==> config.mk <==
export PLATFORM = sky130hd
export DESIGN_NAME = uart_rx
export DESIGN_NICKNAME = d
export VERILOG_FILES = /design/src/common/loader_pkg.sv /design/src/uart/uart_rx.sv
export SDC_FILE = /design/constraint.sdc
export NUM_CORES = 1
export LEC_CHECK = 0
export BUFFER_PORTS_ARGS = -buffer_cell sky130_fd_sc_hd__buf_2
export CAP_MARGIN = 20
export CORE_UTILIZATION = 55
export DETAILED_ROUTE_END_ITERATION = 12
export PLACE_DENSITY = 0.76
export SLEW_MARGIN = 10
export SYNTH_ARGS = -nofsm -noshare
export SYNTH_HDL_FRONTEND = slang
export SYNTH_SLANG_ARGS = --single-unit
==> constraint.sdc <==
create_clock -name clk_i -period 2.65 [get_ports clk_i]
set_input_delay 0.1325 -clock clk_i [delete_from_list [all_inputs] [get_ports clk_i]]
set_output_delay 0.1325 -clock clk_i [all_outputs]
set_load 0.02 [all_outputs]
==> src/common/loader_pkg.sv <==
package loader_pkg;

// ~~~~~~~~~~~~~~~~~~~~~~~~~~~~~~~~~~~~~~~~~~~~~~~~~~
// widths and sizes
// ~~~~~~~~~~~~~~~~~~~~~~~~~~~~~~~~~~~~~~~~~~~~~~~~~~

localparam int XLEN = 32;

typedef logic [XLEN-1:0] word_t;    // data word or byte address
typedef logic [7:0]      byte_t;

localparam int RAM_WORDS = 1024;    // 4 KB of RAM
localparam int RAM_AW    = 10;      // word index, byte addresses wrap at 4 KB

// kept low so a simulated frame is short, a board build raises it
localparam int BAUD_DIV = 8;

// ~~~~~~~~~~~~~~~~~~~~~~~~~~~~~~~~~~~~~~~~~~~~~~~~~~
// host protocol
// ~~~~~~~~~~~~~~~~~~~~~~~~~~~~~~~~~~~~~~~~~~~~~~~~~~

typedef enum logic [7:0] {
    CMD_WRITE = 8'h01,
    CMD_READ  = 8'h02,
    CMD_RUN   = 8'h03,
    CMD_HALT  = 8'h04
} cmd_e;

localparam byte_t RSP_FAULT = 8'hEE;
localparam byte_t RSP_NAK   = 8'hFF;

endpackage

==> src/uart/uart_rx.sv <==
module uart_rx (
    input  logic              clk_i,
    input  logic              reset_i,

    input  logic              uart_rx_i,
    input  logic              uart_rx_data_rdy_i,

    output loader_pkg::byte_t uart_rx_data_o,
    output logic              uart_rx_data_vld_o
);

typedef enum logic [1:0] {
    RX_IDLE,
    RX_START,
    RX_DATA,
    RX_STOP
} rx_state_t;

rx_state_t state;

logic rx_meta;
logic rx_sync;

logic [$clog2(loader_pkg::BAUD_DIV)-1:0] baud_cnt;
logic                                    baud_tick;
logic [2:0]                              bit_idx;

loader_pkg::byte_t shift_q;

assign baud_tick = (baud_cnt == '0);

always_ff @(posedge clk_i) begin
    if (reset_i) begin
        rx_meta            <= 1'b1;
        rx_sync            <= 1'b1;
        state              <= RX_IDLE;
        baud_cnt           <= '0;
        bit_idx            <= '0;
        uart_rx_data_vld_o <= 1'b0;
    end else begin
        rx_meta <= uart_rx_i;
        rx_sync <= rx_meta;

        if (uart_rx_data_vld_o && uart_rx_data_rdy_i) begin
            uart_rx_data_vld_o <= 1'b0;
        end

        if (state != RX_IDLE && !baud_tick) begin
            baud_cnt <= baud_cnt - 1'b1;
        end

        case (state)
            RX_IDLE: begin
                if (!rx_sync) begin
                    // half a bit first so later samples land mid-bit
                    baud_cnt <= $bits(baud_cnt)'(loader_pkg::BAUD_DIV / 2 - 1);
                    state    <= RX_START;
                end
            end
            RX_START: begin
                if (baud_tick) begin
                    if (rx_sync) begin
                        state <= RX_IDLE;   // line went back high, only a glitch
                    end else begin
                        baud_cnt <= $bits(baud_cnt)'(loader_pkg::BAUD_DIV - 1);
                        bit_idx  <= '0;
                        state    <= RX_DATA;
                    end
                end
            end
            RX_DATA: begin
                if (baud_tick) begin
                    shift_q  <= {rx_sync, shift_q[7:1]};    // lsb arrives first
                    baud_cnt <= $bits(baud_cnt)'(loader_pkg::BAUD_DIV - 1);
                    bit_idx  <= bit_idx + 1'b1;
                    if (bit_idx == 3'd7) begin
                        state <= RX_STOP;
                    end
                end
            end
            default: begin
                if (baud_tick) begin
                    state <= RX_IDLE;
                    // a byte still waiting for the engine wins over the new one
                    if (rx_sync && (!uart_rx_data_vld_o || uart_rx_data_rdy_i)) begin
                        uart_rx_data_o     <= shift_q;
                        uart_rx_data_vld_o <= 1'b1;
                    end
                end
            end
        endcase
    end
end

endmodule

* After elaboration in Yosys (flattened, before gate mapping)
Index checks and enable logic that the tools add are counted. Widths: inputs -> output; s select.
Storage, ports and cells: flip-flop bits (word level) 27, output and inout bits 9, bits of input ports 4, word-level logic and storage cells 57
Operators by class: eq/ne operators 8, bitwise logic cells 2, reduce and logical (&&, ||, !) cells 16, add/subtract/negate cells 2, multiplexer cells 21
Operators with widths (number):
- $mux 3 | 8
- $mux 2 | 6
- $ne 2x2->1 const B | 5
- $pmux 3 s3 | 1
- $reduce_and 4->1 | 2
- $pmux 2 s3 | 1
- $pmux 3 s2 | 1
- $reduce_bool 2->1 | 3
- $reduce_and 5->1 | 1
- $mux 1 | 4
- $add 3x1->3 const B | 1
- $eq 3x3->1 const B | 1
- $logic_and 1x1->1 | 3
- $logic_not 3->1 | 1
- $reduce_and 3->1 | 1
- $reduce_or 3->1 | 1
- $sub 3x1->3 const B | 1
- $eq 2x1->1 const B | 1
- $eq 2x2->1 const B | 1
- $logic_not 1->1 | 2
- $logic_not 2->1 | 1
- $not 1->1 | 2
- $logic_or 1x1->1 | 1

* Longest topological paths before layout
depth after elaboration 7, gate-level depth with buffers 5, mapped depth without buffers 5

* Worst setup path before layout
OpenSTA, ideal clock, no wires.
path kind register to register, from register baud_cnt[0] in the netlist's numbering, to register uart_rx_data_o[0], enable pin, arrival 1.606 ns, path slack 0.658 ns, stages on the path, launching flop included 6, clock period less this slack 1.992 ns, library setup time 0.385 ns, buffers on the path 0, data required time 2.265 ns, path through dfxtp_1 > inv_1 > ha_1 > nor2b_2 > nand4_1 > nor3b_1
Between the ends: cells in the longest elaborated chain, start to end 2
Ends and longest elaborated chain:
- from (decl) | RTL line uart_rx.sv:24 | logic [$clog2(loader_pkg::BAUD_DIV)-1:0] baud_cnt;
- from (signal assigned) | RTL line uart_rx.sv:49 | baud_cnt <= baud_cnt - 1'b1;
- from (signal assigned) | RTL line uart_rx.sv:56 | baud_cnt <= $bits(baud_cnt)'(loader_pkg::BAUD_DIV / 2 - 1);
- from (signal assigned) | RTL line uart_rx.sv:65 | baud_cnt <= $bits(baud_cnt)'(loader_pkg::BAUD_DIV - 1);
- $logic_not 3->1 | RTL line uart_rx.sv:30 | assign baud_tick = (baud_cnt == '0);
- $reduce_and 4->1 (no source line)
- to (signal assigned) | RTL line uart_rx.sv:86 | uart_rx_data_o <= shift_q;
- to (decl) | RTL line uart_rx.sv:8 | output loader_pkg::byte_t uart_rx_data_o,
Every way passes these cells. A chain may end at the register's enable or synchronous reset.

* Worst setup path after layout
from register baud_cnt[0] in the netlist's numbering, to register uart_rx_data_o[7], enable pin
The elaborated chain is that of the path after synthesis.

==> impl_results.md <==
- Routed WL: 1.72 mm
- Vias in the first global route: 593
- CTS tree: done
- Setup bufs post-CTS: 0
- Filler Cells Inserted: 134
- FMAX: 575 MHz
- Detailed placement HPWL: 1.18 mm
- Mux cell area share after synthesis: 0.921%
- Area leader, netlist: edfxtp_1
- Syn Nets: 85
- Synth Flop Type: edfxtp_1
- CP Data Required Time: 2.71 ns
- Ys async rst share: 0%
- Worst slew pin tran: 0.448 ns
- Largest family of logic cells by synthesized area: simple AND/OR/NAND/NOR gates
- FF-to-FF End: uart_rx_data_o[7]$_DFFE_PP_
- Worst Path Max Fanout: 8
- Max-slew violations: 0
- Period utilization: 65.7%
- GRT Resource Usage Total: 18.1%
- Hold EP: uart_rx_data_vld_o$_SDFF_PP0_
- Synthesized flop and latch total: 27
- Min-Delay Startpoint: uart_rx_data_rdy_i
- Die area: 2160 um^2
- Antenna cells: 0
- Top-count cell post-synth: edfxtp_1
- Worst-skew pair later-pin latency: 0.33 ns
- Die X: 46.5 um
- Unrepaired setup endpoints after global routing: false
- Top Ports: 13
- Number of flops mapped to enable cells by yosys: 16
- Worst Path Arrival: 1.80 ns
- Worst reg-to-reg setup slack: 0.91 ns
- Syn Area/Cell: 14.1 um^2
- Post-synthesis sequential area ratio: 64.4%
- Synth cell types: 33
- Yosys warns: 0
- Vias: 644
- Outcome: finished clean
- Antenna violations before repair: 0
- Nets: 102
- CTS buffer count: 3
- Hold Crit Class: primary input to flip-flop
- Starting Density: 61.0%
- Core box area: 1780 um^2
- Area contributors post-synth: edfxtp_1 (44%), dfxtp_1 (20%), ha_1 (4.6%)
- Maximum vdd drop: 0.000477 V
- I/O Buffers: 12
- Initial DRC Count: 16
- Synth top area share: 44.2%
- Synth Area in Compound Gates: 11.6%
- CTS root buffer: clkbuf_4
- Total Neg Setup Slack: 0 ns
- Layout cells sized above 1: 30.1%
- RR Startpoint: baud_cnt[0]$_SDFF_PP0_
- Cell count of the worst reg-to-reg path: 6
- Routed WL per cell: 14.5 um
- Initial DRT Pass Iterations: 4
- Crit. End Element: flip-flop
- Max Root-Sink Buffers: 2
- Synth Area in XOR/XNOR: 0.806%
- Antenna violation net count after detailed routing: 0
- Mapped Area: 1090 um^2
- Slew Limit Headroom: 70.0%
- DRC: 0
- Kind of critical path: flip-flop to flip-flop
- Cell Pwr Density: 617 nW/um^2
- Hold depth: 3
- Leak Pwr: 0.000428 uW
- Clk sinks: 27
- # rows: 15
- Post-CTS resize count: 0
- Final hold violations: 0
- Setup Skew: 0.00377 ns
- Clock transition at path regs: 0.15 ns
- Htree depth: 1
- Synth Area in Simple Gates: 15.7%
- Die Y: 46.5 um
- Syn Inst Count: 77
- Cts hold-fix bufs: 1
- # setup viols final: 0
- GRT overflow: 0
- Global-route wire length before repair: 2.63 mm
- Startpoint Class: flip-flop
- Syn-to-layout area delta: 12.2%
- Max Cap Viol: 0
- WHS: 0.0759 ns
- Post-synth top cells: edfxtp_1 (16), dfxtp_1 (11), a21oi_1 (5)
- Crit path time final: 1.74 ns
- Post-synthesis adder-cell area fraction: 4.60%
- Vias per Instance: 5.46
- Final GP Congestion: 0.737
- Largest net degree at the start of global routing: 17
==> metal layers <==
metal | wire [um] | track usage (%)
met5 | 0 | 0
met4 | 34 | 10.6
met3 | 38 | 2.35
met2 | 768 | 26.1
met1 | 873 | 25.9
==> cell families after synthesis <==
| logic type | after synthesis |
|---|---|
| xor gates and xnor gates | 1 |
| buffers and inverters | 5 |
| adders and majority gates | 4 |
| muxes | 1 |
| and+or+nand+nor | 23 |
| AOI/OAI and AO/OA | 16 |
| DFF | 27 |
==> metrics by stage <==
stage | setup WS (ns) | power [uW] | instances | util (%) | cell area, um^2
3_5_place_dp | 0.907 | 578 | 113 | 66.2 | 1180
4_1_cts | 0.898 | 757 | 118 | 68.4 | 1220
2_1_floorplan | 0.658 | 555 | 77 | - | 1090
6_report | 0.910 | 752 | 118 | 68.4 | 1220
5_1_grt | 0.733 | 778 | 118 | 68.4 | 1220
3_3_place_gp | 0.984 | 573 | 113 | 66.2 | 1180
==> placed cells by master, fill, tap and decap left out, types with 2 or more instances in the layout <==
master,synthesis,final
ha_1,4,4
nand2b_1,2,2
nor2_1,3,3
dfxtp_1,11,11
inv_1,2,2
a21oi_1,5,5
buf_2,2,12
clkbuf_4,0,3
edfxtp_1,16,16
nor3b_1,2,2
nor3_1,3,3
buf_4,0,2
nand2_1,2,2
a311oi_1,2,2
a32oi_1,2,2
or2_2,2,2
==> worst max-delay path by stage <==
stage,end,start
6_report,uart_rx_data_o[7]$_DFFE_PP_,baud_cnt[0]$_SDFF_PP0_
5_1_grt,uart_rx_data_o[7]$_DFFE_PP_,baud_cnt[0]$_SDFF_PP0_
4_1_cts,uart_rx_data_o[6]$_DFFE_PP_,baud_cnt[0]$_SDFF_PP0_
3_5_place_dp,uart_rx_data_o[7]$_DFFE_PP_,baud_cnt[0]$_SDFF_PP0_
3_3_place_gp,uart_rx_data_o[7]$_DFFE_PP_,baud_cnt[0]$_SDFF_PP0_
2_1_floorplan,uart_rx_data_o[0]$_DFFE_PP_,baud_cnt[0]$_SDFF_PP0_
==> cell type report <==
cell class,count,area [um^2],area share (%)
flip-flops and latches,27,701,57.4
well taps,25,31.3,2.56
inverters,2,7.51,0.615
multi-input cells,45,365,29.9
clock buffers,3,22.5,1.85
repair buffers,15,85.1,6.97
clock inverters,1,7.51,0.615
==> worst max-delay path, cell delays in order (launching register included) <==
cell	delay [ns]
dfxtp_1	0.37
inv_1	0.09
ha_1	0.20
nor2b_2	0.25
nand4_1	0.14
nor3b_1	0.21
buf_4	0.21
==> state kept, by name, summed over array words and instances (netlist names) <==
name                flops
baud_cnt                3
bit_idx                 3
rx_meta                 1
rx_sync                 1
shift_q                 8
state                   2
uart_rx_data_o          8
uart_rx_data_vld_o      1
==> where the power goes <==
part	internal (uW)	switching [uW]	leakage, uW
Sequential	451	14.4	0.000233
Clock	57.9	124	0.0000139
Combinational	48.4	55.9	0.000180
Power figures use the tool's default switching activity.
