==> config.mk <==
export PLATFORM = sky130hd
export DESIGN_NAME = uart_tx
export DESIGN_NICKNAME = d
export VERILOG_FILES = /design/src/common/loader_pkg.sv /design/src/uart/uart_tx.sv
export SDC_FILE = /design/constraint.sdc
export NUM_CORES = 1
export LEC_CHECK = 0
export BUFFER_PORTS_ARGS = -buffer_cell sky130_fd_sc_hd__buf_2
export CORE_ASPECT_RATIO = 1.1
export CORE_UTILIZATION = 38
export DETAILED_ROUTE_END_ITERATION = 12
export PLACE_DENSITY_LB_ADDON = 0.08
export SYNTH_ARGS = -nofsm -noshare
export SYNTH_HDL_FRONTEND = slang
export SYNTH_SLANG_ARGS = --single-unit
==> constraint.sdc <==
create_clock -name clk_i -period 2.7 [get_ports clk_i]
set_clock_uncertainty 0.1 [all_clocks]
set_input_delay 0.54 -clock clk_i [delete_from_list [all_inputs] [get_ports clk_i]]
set_output_delay 0.54 -clock clk_i [all_outputs]
set_load 0.02 [all_outputs]
==> src/common/loader_pkg.sv <==
package loader_pkg;

// ~~~~~~~~~~~~~~~~~~~~~~~~~~~~~~~~~~~~~~~~~~~~~~~~~~
// widths and sizes
// ~~~~~~~~~~~~~~~~~~~~~~~~~~~~~~~~~~~~~~~~~~~~~~~~~~

localparam int XLEN = 32;

typedef logic [XLEN-1:0] word_t;    // data word or byte address
typedef logic [7:0]      byte_t;

localparam int RAM_WORDS = 1024;    // 4 KB of RAM
localparam int RAM_AW    = 10;      // word index, byte addresses wrap at 4 KB

// kept low so a simulated frame is short, a board build raises it
localparam int BAUD_DIV = 8;

// ~~~~~~~~~~~~~~~~~~~~~~~~~~~~~~~~~~~~~~~~~~~~~~~~~~
// host protocol
// ~~~~~~~~~~~~~~~~~~~~~~~~~~~~~~~~~~~~~~~~~~~~~~~~~~

typedef enum logic [7:0] {
    CMD_WRITE = 8'h01,
    CMD_READ  = 8'h02,
    CMD_RUN   = 8'h03,
    CMD_HALT  = 8'h04
} cmd_e;

localparam byte_t RSP_FAULT = 8'hEE;
localparam byte_t RSP_NAK   = 8'hFF;

endpackage

==> src/uart/uart_tx.sv <==
module uart_tx (
    input  logic              clk_i,
    input  logic              reset_i,

    input  loader_pkg::byte_t uart_tx_data_i,
    input  logic              uart_tx_data_vld_i,

    output logic              uart_tx_o,
    output logic              uart_tx_data_rdy_o
);

logic [9:0] frame_q;    // stop, data, start with the start bit at bit 0
logic       busy;
logic [3:0] bit_cnt;

logic [$clog2(loader_pkg::BAUD_DIV)-1:0] baud_cnt;

assign uart_tx_o          = frame_q[0];
assign uart_tx_data_rdy_o = ~busy;

always_ff @(posedge clk_i) begin
    if (reset_i) begin
        frame_q  <= '1;     // line idles high
        busy     <= 1'b0;
        bit_cnt  <= '0;
        baud_cnt <= '0;
    end else if (!busy) begin
        if (uart_tx_data_vld_i) begin
            frame_q  <= {1'b1, uart_tx_data_i, 1'b0};
            busy     <= 1'b1;
            bit_cnt  <= '0;
            baud_cnt <= $bits(baud_cnt)'(loader_pkg::BAUD_DIV - 1);
        end
    end else if (baud_cnt != '0) begin
        baud_cnt <= baud_cnt - 1'b1;
    end else if (bit_cnt == 4'd9) begin
        busy <= 1'b0;   // stop bit has had its full length
    end else begin
        // ones shift in behind the frame so the line rests high
        frame_q  <= {1'b1, frame_q[9:1]};
        bit_cnt  <= bit_cnt + 1'b1;
        baud_cnt <= $bits(baud_cnt)'(loader_pkg::BAUD_DIV - 1);
    end
end

endmodule

Word level (Yosys, flattened, before mapping)
Cells that the tools add are included.
{ "word_totals": {"reg_bits": 18, "in_bits": 11, "out_inout_bits": 2} }
{ "classes": {"eq_ne": 4, "n_bitwise": 1, "reduce_logical": 4, "add_sub_neg": 2, "mux": 16} }
{ "ops": {"columns": ["operator", "n"], "rows": [
  ["$mux W10", 4],
  ["$mux W4", 4],
  ["$mux W3", 4],
  ["$add A4 B1 Y4 const B", 1],
  ["$eq A4 B4 Y1 const B", 1],
  ["$mux W1", 4],
  ["$ne A2 B2 Y1 const B", 2],
  ["$ne A3 B3 Y1 const B", 1],
  ["$reduce_and A3 Y1", 1],
  ["$reduce_bool A3 Y1", 1],
  ["$sub A3 B1 Y3 const B", 1],
  ["$reduce_and A2 Y1", 1],
  ["$reduce_bool A2 Y1", 1],
  ["$not A1 Y1", 1]
]} }

Depth between registers and ports, before layout
Gate-level depths: netlist (run 1).
{ "logic_depth": {"depth_word": 4, "ltp_mapped": 6, "mapped_depth_nobuf": 5} }

Least setup slack after synthesis (run 1)
No wires, ideal clock.
{ "synth_timing": {"kind": "flip-flop to flip-flop", "from": "reg bit_cnt[1]", "to": "reg bit_cnt[2]", "stages_incl_launch_ff": 7, "n_path_buf": 1, "setup_slack_ns": 1.006, "setup_time_ns": 0.086, "t_arrival_ns": 1.508, "path_cell_list": "dfxtp_1 inv_1 ha_1 and3b_1 buf_6 or4_1 a211oi_1"} }
{ "synth_via": {"elab_chain_len": 4, "word_cells_on_any_way": 7, "classes_between": "add/sub (1); eq/ne (2); mux (3); reduce/logical (1)"} }
{ "synth_rtl": {"columns": ["element", "line", "text"], "rows": [
  ["start, declared", "uart_tx.sv:14", "logic [3:0] bit_cnt;"],
  ["start signal, assigned", "uart_tx.sv:41", "bit_cnt <= bit_cnt + 1'b1;"],
  ["$add A4 B1 Y4", "uart_tx.sv:41", null],
  ["$mux W4", "uart_tx.sv:36", "end else if (bit_cnt == 4'd9) begin"],
  ["$mux W4", "uart_tx.sv:34", "end else if (baud_cnt != '0) begin"],
  ["$mux W4", "uart_tx.sv:27", "end else if (!busy) begin"]
]} }
Several ways; a longest one is shown, not always the timed one. The select of a mux whose other input is x is not followed.
A chain may end at the register's enable or synchronous reset.

Worst setup path after layout (run 1)
{ "layout_timing": {"from": "reg busy", "to": "out uart_tx_data_rdy_o"} }
{ "layout_via": {"elab_chain_len": 1} }
{ "layout_rtl": {"columns": ["element", "line", "text"], "rows": [
  ["start, declared", "uart_tx.sv:13", "logic busy;"],
  ["start signal, assigned", "uart_tx.sv:24", "busy <= 1'b0;"],
  ["start signal, assigned", "uart_tx.sv:30", "busy <= 1'b1;"],
  ["start signal, assigned", "uart_tx.sv:37", "busy <= 1'b0;"],
  ["$not A1 Y1", "uart_tx.sv:19", "assign uart_tx_data_rdy_o = ~busy;"],
  ["end, declared", "uart_tx.sv:9", "output logic uart_tx_data_rdy_o"]
]} }
No other way between the ends.

==> impl_metrics.env, run 1 <==
export IMPL_run_status="finished, final reports clean"
export IMPL_area_delta_synth_final_pct=11.0
export IMPL_clkLatencyLatePin_ns=0.29
export IMPL_ys_warn_count=0
export IMPL_power_switching_mw=0.140
export IMPL_yosysSeqAreaShare=0.382
export IMPL_synthSimpleGateAreaFrac=0.215
export IMPL_htreeDepth=1
export IMPL_cp_required_ns=2.06
export IMPL_period_share=0.739
export IMPL_timing_rr_end="bit_cnt[2]"
export IMPL_post_cts_buffers=0
export IMPL_grt_pass1_wl_um=2750
export IMPL_hold_viol=0
export IMPL_p_leak_nw=0.402
export IMPL_post_place_ws_ns=0.913
export IMPL_clk_path_buf_depth=2
export IMPL_seqPwrFrac=0.557
export IMPL_final_common_cell="dfxtp_1"
export IMPL_avgSynthCellArea_um2=9.18
export IMPL_r2r_start="bit_cnt[1]"
export IMPL_ant_nets=0
export IMPL_synth_mux_area_frac=0.0913
export IMPL_crit_path_start_kind="flop"
export IMPL_antenna_found_initial=0
export IMPL_hpwl_um=1180
export IMPL_endpoint_kind="output port"
export IMPL_die_y_um=52.8
export IMPL_p_clk_frac=0.267
export IMPL_finalCriticalPeriod_ns=2.00
export IMPL_grt_max_degree=27
export IMPL_drive_above_1_share=0.167
export IMPL_cts_sinks=17
export IMPL_yosys_area_share_adder=0.0562
export IMPL_syn_num_nets=112
export IMPL_initial_utilization=0.400
export IMPL_tightestPinTransition_ns=0.556
export IMPL_synth_cell_types=33
export IMPL_cts_tree="built"
export IMPL_n_antenna_cell=0
export IMPL_core_mm2=0.00223
export IMPL_drt_vias_per_instance=5.25
export IMPL_min_path_type="flop to flop"
export IMPL_peakVddDrop_v=0.000320
export IMPL_fin_tns_setup_ns=0
export IMPL_grt_pass1_vias=670
export IMPL_setup_viol=0
export IMPL_p_per_area_mw_per_mm2=515
export IMPL_r2r_slack_ns=0.89
export IMPL_cts_reportedPaths_clkPinSlew_ns=0.10
export IMPL_syn_area_um2=891
export IMPL_min_path_cells=2
export IMPL_r2r_cells=5
export IMPL_grt_use_total=0.157
export IMPL_die_w_um=48.2
export IMPL_rsz0062_at_grt="false"
export IMPL_synth_top_flop_cell="dfxtp_1"
export IMPL_layout_common_cells="17 x dfxtp_1, 12 x buf_2, 11 x a211oi_1"
export IMPL_p_int_mw=0.369
export IMPL_worstHoldEndpoint="frame_q[0]"
export IMPL_remaining_drc_errors=0
export IMPL_slew_headroom=0.629
export IMPL_die_area_mm2=0.00254
export IMPL_critPathMaxFanout=17
export IMPL_critical_path_class="flop to output port"
export IMPL_arrival_ns=1.36
export IMPL_p_sw_frac=0.276
export IMPL_setup_slack_ns=0.704
export IMPL_hp_start="frame_q[1]"
export IMPL_wl_per_cell_um=12.0
export IMPL_async_flop_share=0
export IMPL_ys_ff_latch=17
export IMPL_synth_compound_area_share=0.199
export IMPL_synth_edf_count=0
export IMPL_vias=724
export IMPL_port_buffers=12
export IMPL_finalMaxSlewViolations=0
export IMPL_cts_inserted_buffers=3
export IMPL_wl_um=1660
export IMPL_synth_xor_area_frac=0
export IMPL_synthCells=97
export IMPL_drv_cap=0
export IMPL_postCtsHoldBufs=0
export IMPL_drt_iter0_drc=3
export IMPL_cts_resized=0
export IMPL_place_congestion=0.774
export IMPL_rows=18
export IMPL_max_freq_ghz=0.501
export IMPL_combPwrFrac=0.176
export IMPL_nets=124
export IMPL_grt_overflow=0
export IMPL_num_io_pins=13
export IMPL_first_pass_iters=3
export IMPL_cts_root_buf="clkbuf_4"
export IMPL_synth_top_family_by_area="simple AND/OR/NAND/NOR gates"
-- how the worst max path moves through the flow --
stage	from	endpoint	slack [ns]
finish	busy	uart_tx_data_rdy_o	0.70
global route	busy	uart_tx_data_rdy_o	0.61
CTS	busy	uart_tx_data_rdy_o	0.70
detailed placement	bit_cnt[1]	bit_cnt[2]	0.91
global placement	bit_cnt[1]	bit_cnt[2]	0.93
floorplan	bit_cnt[1]	bit_cnt[2]	1.01
-- synth_stat cells, drive strengths merged (3+ instances only) --
master | instances | area [um2]
nor2 | 10 | 37.5
inv | 5 | 18.8
mux2i | 7 | 70.1
dfxtp | 17 | 340
nand3b | 3 | 22.5
a211oi | 11 | 82.6
clkbuf | 4 | 15.0
and2 | 7 | 43.8
a21oi | 3 | 18.8
ha | 4 | 50.1
-- power by group through the flow --
stage	Combinational, mW	Sequential [mW]	Clock (mW)
global route	0.101	0.286	0.150
detailed placement	0.0904	0.289	0
global placement	0.0901	0.289	0
CTS	0.0906	0.284	0.141
floorplan	0.0687	0.286	0
finish	0.0896	0.284	0.136
-- critical path, cell delays in order, from the launching register on --
cell	delay (ns)
dfxtp_1	0.65
inv_2	0.20
buf_2	0.21
-- cells by family after synthesis --
logic type                 count (synthesis)
AOI/OAI and AO/OA                         24
adders and majority gates                  4
buffers and inverters                     11
DFF                                       17
muxes                                      8
and+or+nand+nor                           33
-- sequential cells by signal (all words and copies together), names as in the netlist --
signal / flops
baud_cnt: 3
bit_cnt: 4
busy: 1
frame_q: 9
-- metrics by stage --
step                      utilization  hold slack, ns  std cells  total power, mW  cell area [um2]
after floorplan                     -           0.359         97            0.355              891
after global placement          0.432           0.386        134            0.379              962
after detailed placement        0.432           0.400        134            0.380              962
after CTS                       0.443           0.415        138            0.515              988
after global routing            0.443           0.419        138            0.537              988
final                           0.443           0.406        138            0.509              988
-- area by class of cell --
class                           count  area, um2
Fill cell                         242       1240
Multi-Input combinational cell     69        500
Sequential cell                    17        340
Timing Repair Buffer               12       60.1
Tap cell                           30       37.5
Clock buffer                        4       26.3
Inverter                            6       23.8
-- metal layers --
| metal | share of wire | wire, um | track usage |
|---|---|---|---|
| met4 | 0.022 | 36 | 0.0972 |
| met1 | 0.49 | 813 | 0.185 |
| met5 | 0 | 0 | 0 |
| met2 | 0.47 | 780 | 0.251 |
| met3 | 0.019 | 32 | 0.0310 |
No activity file was read; power rests on OpenSTA's default activity.
==> inputs of run 2 (changes only) <==
clock period = 2.1 ns   (was 2.7 ns; I/O delays follow)
==> impl_metrics.env, run 2 (synthesis gave the netlist of run 1 again) <==
export IMPL_run_status="finished, final reports clean"
export IMPL_grt_pass1_wl_um=3040
export IMPL_fin_tns_setup_ns=0
export IMPL_antenna_found_initial=0
export IMPL_startpoint="bit_cnt[1]"
export IMPL_remaining_drc_errors=0
export IMPL_clkLatencyLatePin_ns=0.29
export IMPL_drt_vias_per_instance=5.23
export IMPL_first_pass_iters=4
export IMPL_placed_cell_area_um2=992
export IMPL_critical_path_class="flop to flop"
export IMPL_vias=742
export IMPL_rsz0062_at_grt="false"
export IMPL_grt_max_degree=27
export IMPL_layout_common_cells="17 x dfxtp_1, 12 x buf_2, 11 x a211oi_1"
export IMPL_slew_headroom=0.697
export IMPL_max_freq_ghz=0.559
export IMPL_nets=128
export IMPL_r2r_start="bit_cnt[1]"
export IMPL_min_path_type="input port to flop"
export IMPL_place_congestion=0.781
export IMPL_largest_reg_flops=9
export IMPL_grt_pass1_vias=697
export IMPL_wl_per_cell_um=12.1
export IMPL_period_share=0.852
export IMPL_crit_path_start_kind="flop"
export IMPL_post_place_ws_ns=0.326
export IMPL_core_mm2=0.00223
export IMPL_drt_iter0_drc=9
export IMPL_hp_start="uart_tx_data_i[1]"
export IMPL_cts_tree="built"
export IMPL_final_common_cell="dfxtp_1"
export IMPL_p_total_mw=0.666
export IMPL_cts_root_buf="clkbuf_4"
export IMPL_cts_sinks=17
export IMPL_post_cts_buffers=0
export IMPL_endpoint_kind="flop"
export IMPL_critPathMaxFanout=9
export IMPL_top_register="frame_q"
export IMPL_drive_above_1_share=0.205
export IMPL_cts_reportedPaths_clkPinSlew_ns=0.10
export IMPL_tightestPinTransition_ns=0.455
export IMPL_rows=18
export IMPL_die_area_mm2=0.00254
export IMPL_ant_nets=0
export IMPL_arrival_ns=1.90
export IMPL_die_w_um=48.2
export IMPL_reg_top3="frame_q x9, bit_cnt x4, baud_cnt x3"
export IMPL_min_path_cells=3
export IMPL_hold_viol=0
export IMPL_cts_inserted_buffers=3
export IMPL_setup_slack_ns=0.311
export IMPL_grt_use_total=0.172
export IMPL_wl_um=1720
export IMPL_finalMaxSlewViolations=0
export IMPL_finalCriticalPeriod_ns=1.79
export IMPL_clk_path_buf_depth=2
export IMPL_num_io_pins=13
export IMPL_hpwl_um=1250
export IMPL_htreeDepth=1
export IMPL_drv_cap=0
export IMPL_area_delta_synth_final_pct=14.5
export IMPL_setup_viol=0
export IMPL_post_route_cell_area_mm2=0.00102
export IMPL_die_y_um=52.8
export IMPL_initial_utilization=0.400
export IMPL_cp_required_ns=2.21
export IMPL_grt_overflow=0
export IMPL_cts_resized=0
export IMPL_n_antenna_cell=0
export IMPL_port_buffers=12
export IMPL_r2r_cells=5
export IMPL_postCtsHoldBufs=0
export IMPL_peakVddDrop_v=0.000326
export IMPL_p_per_area_mw_per_mm2=653
export IMPL_p_leak_nw=0.423
## run 2: changes by cell type in the layout (fill, tap and decap cells not counted), sizes merged
cell	previous run	this run
buf	12	16
clkbuf	4	3
clkinv	0	1
## run 2: worst paths after layout
kind                 end  slack, ns
min           frame_q[2]       0.30
max           bit_cnt[2]       0.31
max reg2reg   bit_cnt[2]       0.31
min reg2reg  baud_cnt[1]       0.41
## run 2: metrics by stage
step                hold slack [ns]  instances  utilization
floorplan                     0.359         97            -
detailed placement            0.403        138        0.445
finish                        0.297        142        0.457
global route                  0.285        142        0.457
CTS                           0.290        142        0.457
global placement              0.389        138        0.445
## run 2: final cells by class
cell class / instances / area (um2)
Tap cell: 30 / 37.5
Timing Repair Buffer: 16 / 90.1
Clock buffer: 3 / 22.5
Inverter: 6 / 23.8
Sequential cell: 17 / 340
Clock inverter: 1 / 5.00
Multi-Input combinational cell: 69 / 500
Fill cell: 232 / 1210
## run 2: routing by layer
metal,part of all wire,GRT usage
met1,0.49,0.211
met4,0.021,0.0833
met3,0.021,0.0414
met2,0.47,0.271
met5,0,0
## run 2: worst max-delay path: stages, from the launching register on
cell and delay [ns]:
dfxtp_1 0.38, inv_1 0.06, ha_1 0.18, and3b_1 0.27, or4_1 0.49, a211oi_1 0.23
## run 2: where the power goes
group | switching, mW | internal, mW | total, mW | leakage, nW
registers | 0.0143 | 0.347 | 0.361 | 0.140
logic | 0.0667 | 0.0606 | 0.127 | 0.265
clock network | 0.106 | 0.0709 | 0.177 | 0.0177
==> inputs of run 3 (changes only) <==
CELL_PAD_IN_SITES_DETAIL_PLACEMENT = 0   (was unset)
CELL_PAD_IN_SITES_GLOBAL_PLACEMENT = 1   (was unset)
==> impl_metrics.env, run 3 (synthesis gave the netlist of run 1 again) <==
export IMPL_run_status="finished, final reports clean"
export IMPL_cts_resized=0
export IMPL_r2r_cells=5
export IMPL_tightestPinTransition_ns=0.444
export IMPL_critPathMaxFanout=9
export IMPL_hpwl_um=1230
export IMPL_layout_common_cells="17 x dfxtp_1, 12 x buf_2, 11 x a211oi_1"
export IMPL_path_delay_family="simple AND/OR/NAND/NOR gates"
export IMPL_crit_chain="inv_1 -> ha_1 -> and3b_1 -> or4_1 -> a211oi_1"
export IMPL_post_cts_buffers=0
export IMPL_grt_max_degree=27
export IMPL_cts_sinks=17
export IMPL_drt_vias_per_instance=5.18
export IMPL_remaining_drc_errors=0
export IMPL_hp_start="uart_tx_data_i[2]"
export IMPL_die_area_mm2=0.00254
export IMPL_largest_reg_flops=9
export IMPL_timing_rr_end="bit_cnt[2]"
export IMPL_core_mm2=0.00223
export IMPL_dp_cells=138
export IMPL_peakVddDrop_v=0.000291
export IMPL_initial_utilization=0.400
export IMPL_cts_reportedPaths_clkPinSlew_ns=0.10
export IMPL_hold_viol=0
export IMPL_slew_headroom=0.704
export IMPL_hold_worst_slack_ns=0.307
export IMPL_critical_path_class="flop to flop"
export IMPL_post_route_cell_area_mm2=0.00102
export IMPL_period_share=0.854
export IMPL_rows=18
export IMPL_final_common_cell="dfxtp_1"
export IMPL_place_congestion=0.744
export IMPL_drv_cap=0
export IMPL_clkLatencyLatePin_ns=0.28
export IMPL_post_route_util=0.457
export IMPL_wl_per_cell_um=12.0
export IMPL_drt_iter0_drc=5
export IMPL_num_io_pins=13
export IMPL_grt_pass1_wl_um=2890
export IMPL_p_per_area_mw_per_mm2=648
export IMPL_finalCriticalPeriod_ns=1.79
export IMPL_rsz0062_at_grt="false"
export IMPL_p_total_mw=0.660
export IMPL_die_w_um=48.2
export IMPL_grt_overflow=0
export IMPL_cpMaxStageDelayCell="or4_1"
export IMPL_crit_path_start_kind="flop"
export IMPL_area_delta_synth_final_pct=14.3
export IMPL_r2r_slack_ns=0.31
export IMPL_clk_path_buf_depth=2
export IMPL_cts_inserted_buffers=3
export IMPL_cp_required_ns=2.20
export IMPL_port_buffers=12
export IMPL_grt_use_total=0.161
export IMPL_wl_um=1700
export IMPL_instances_no_fill=142
export IMPL_antenna_found_initial=0
export IMPL_n_antenna_cell=0
export IMPL_vias=735
export IMPL_cts_root_buf="clkbuf_4"
export IMPL_cpPeakStageDelay_ns=0.49
export IMPL_finalMaxSlewViolations=0
export IMPL_htreeDepth=1
export IMPL_drive_above_1_share=0.196
export IMPL_setup_slack_ns=0.307
export IMPL_reg_top3="frame_q x9, bit_cnt x4, baud_cnt x3"
export IMPL_cp_depth=5
export IMPL_endpoint_kind="flop"
export IMPL_top_register="frame_q"
export IMPL_die_y_um=52.8
export IMPL_p_leak_nw=0.421
export IMPL_placed_cell_area_um2=992
export IMPL_crit_buf_inv=1
export IMPL_max_freq_ghz=0.558
export IMPL_fin_tns_setup_ns=0
export IMPL_arrival_ns=1.89
export IMPL_ant_nets=0
export IMPL_nets=128
export IMPL_min_path_cells=3
export IMPL_worstHoldEndpoint="frame_q[3]"
export IMPL_grt_pass1_vias=659
export IMPL_postCtsHoldBufs=0
export IMPL_r2r_start="bit_cnt[1]"
export IMPL_setup_viol=0
export IMPL_first_pass_iters=3
export IMPL_cts_tree="built"
export IMPL_min_path_type="input port to flop"
export IMPL_post_place_ws_ns=0.319
[run 3: cell count changes in the layout (fill, tap and decap cells not counted)]
cell      delta
clkbuf_1     +1
clkinv_2     -1
[run 3: worst min-delay path: stages]
cell and delay (ns):
buf_2 0.07, a211oi_1 0.05, mux2i_1 0.10
[run 3: area by class of cell]
| type | instances | area (um2) |
|---|---|---|
| tap | 30 | 37.5 |
| multi-input combinational | 69 | 500 |
| fill | 226 | 1210 |
| clock buffer | 4 | 26.3 |
| inverter | 6 | 23.8 |
| timing repair buffer | 16 | 90.1 |
| sequential | 17 | 340 |
[run 3: layer usage]
metal  wire length [um]  share of wire  track usage  up-vias
met3                 34          0.020       0.0310        2
met2                784           0.46        0.242        7
met1                870           0.51        0.224      343
met4                 15         0.0088       0.0556        0
met5                  0              0            0        -
li1                   -              -            -      383
[run 3: how the worst max path moves through the flow]
stage | slack (ns) | start | endpoint
2_1_floorplan | 0.41 | bit_cnt[1] | bit_cnt[2]
3_3_place_gp | 0.36 | baud_cnt[0] | frame_q[5]
3_5_place_dp | 0.32 | bit_cnt[1] | bit_cnt[2]
4_1_cts | 0.29 | bit_cnt[1] | bit_cnt[2]
5_1_grt | 0.18 | bit_cnt[1] | bit_cnt[2]
6_report | 0.31 | bit_cnt[1] | bit_cnt[2]
[run 3: where the power goes]
group          switching (mW)  internal (mW)
combinational          0.0658         0.0596
clock                  0.0996         0.0736
sequential             0.0146          0.347
total                   0.180          0.480
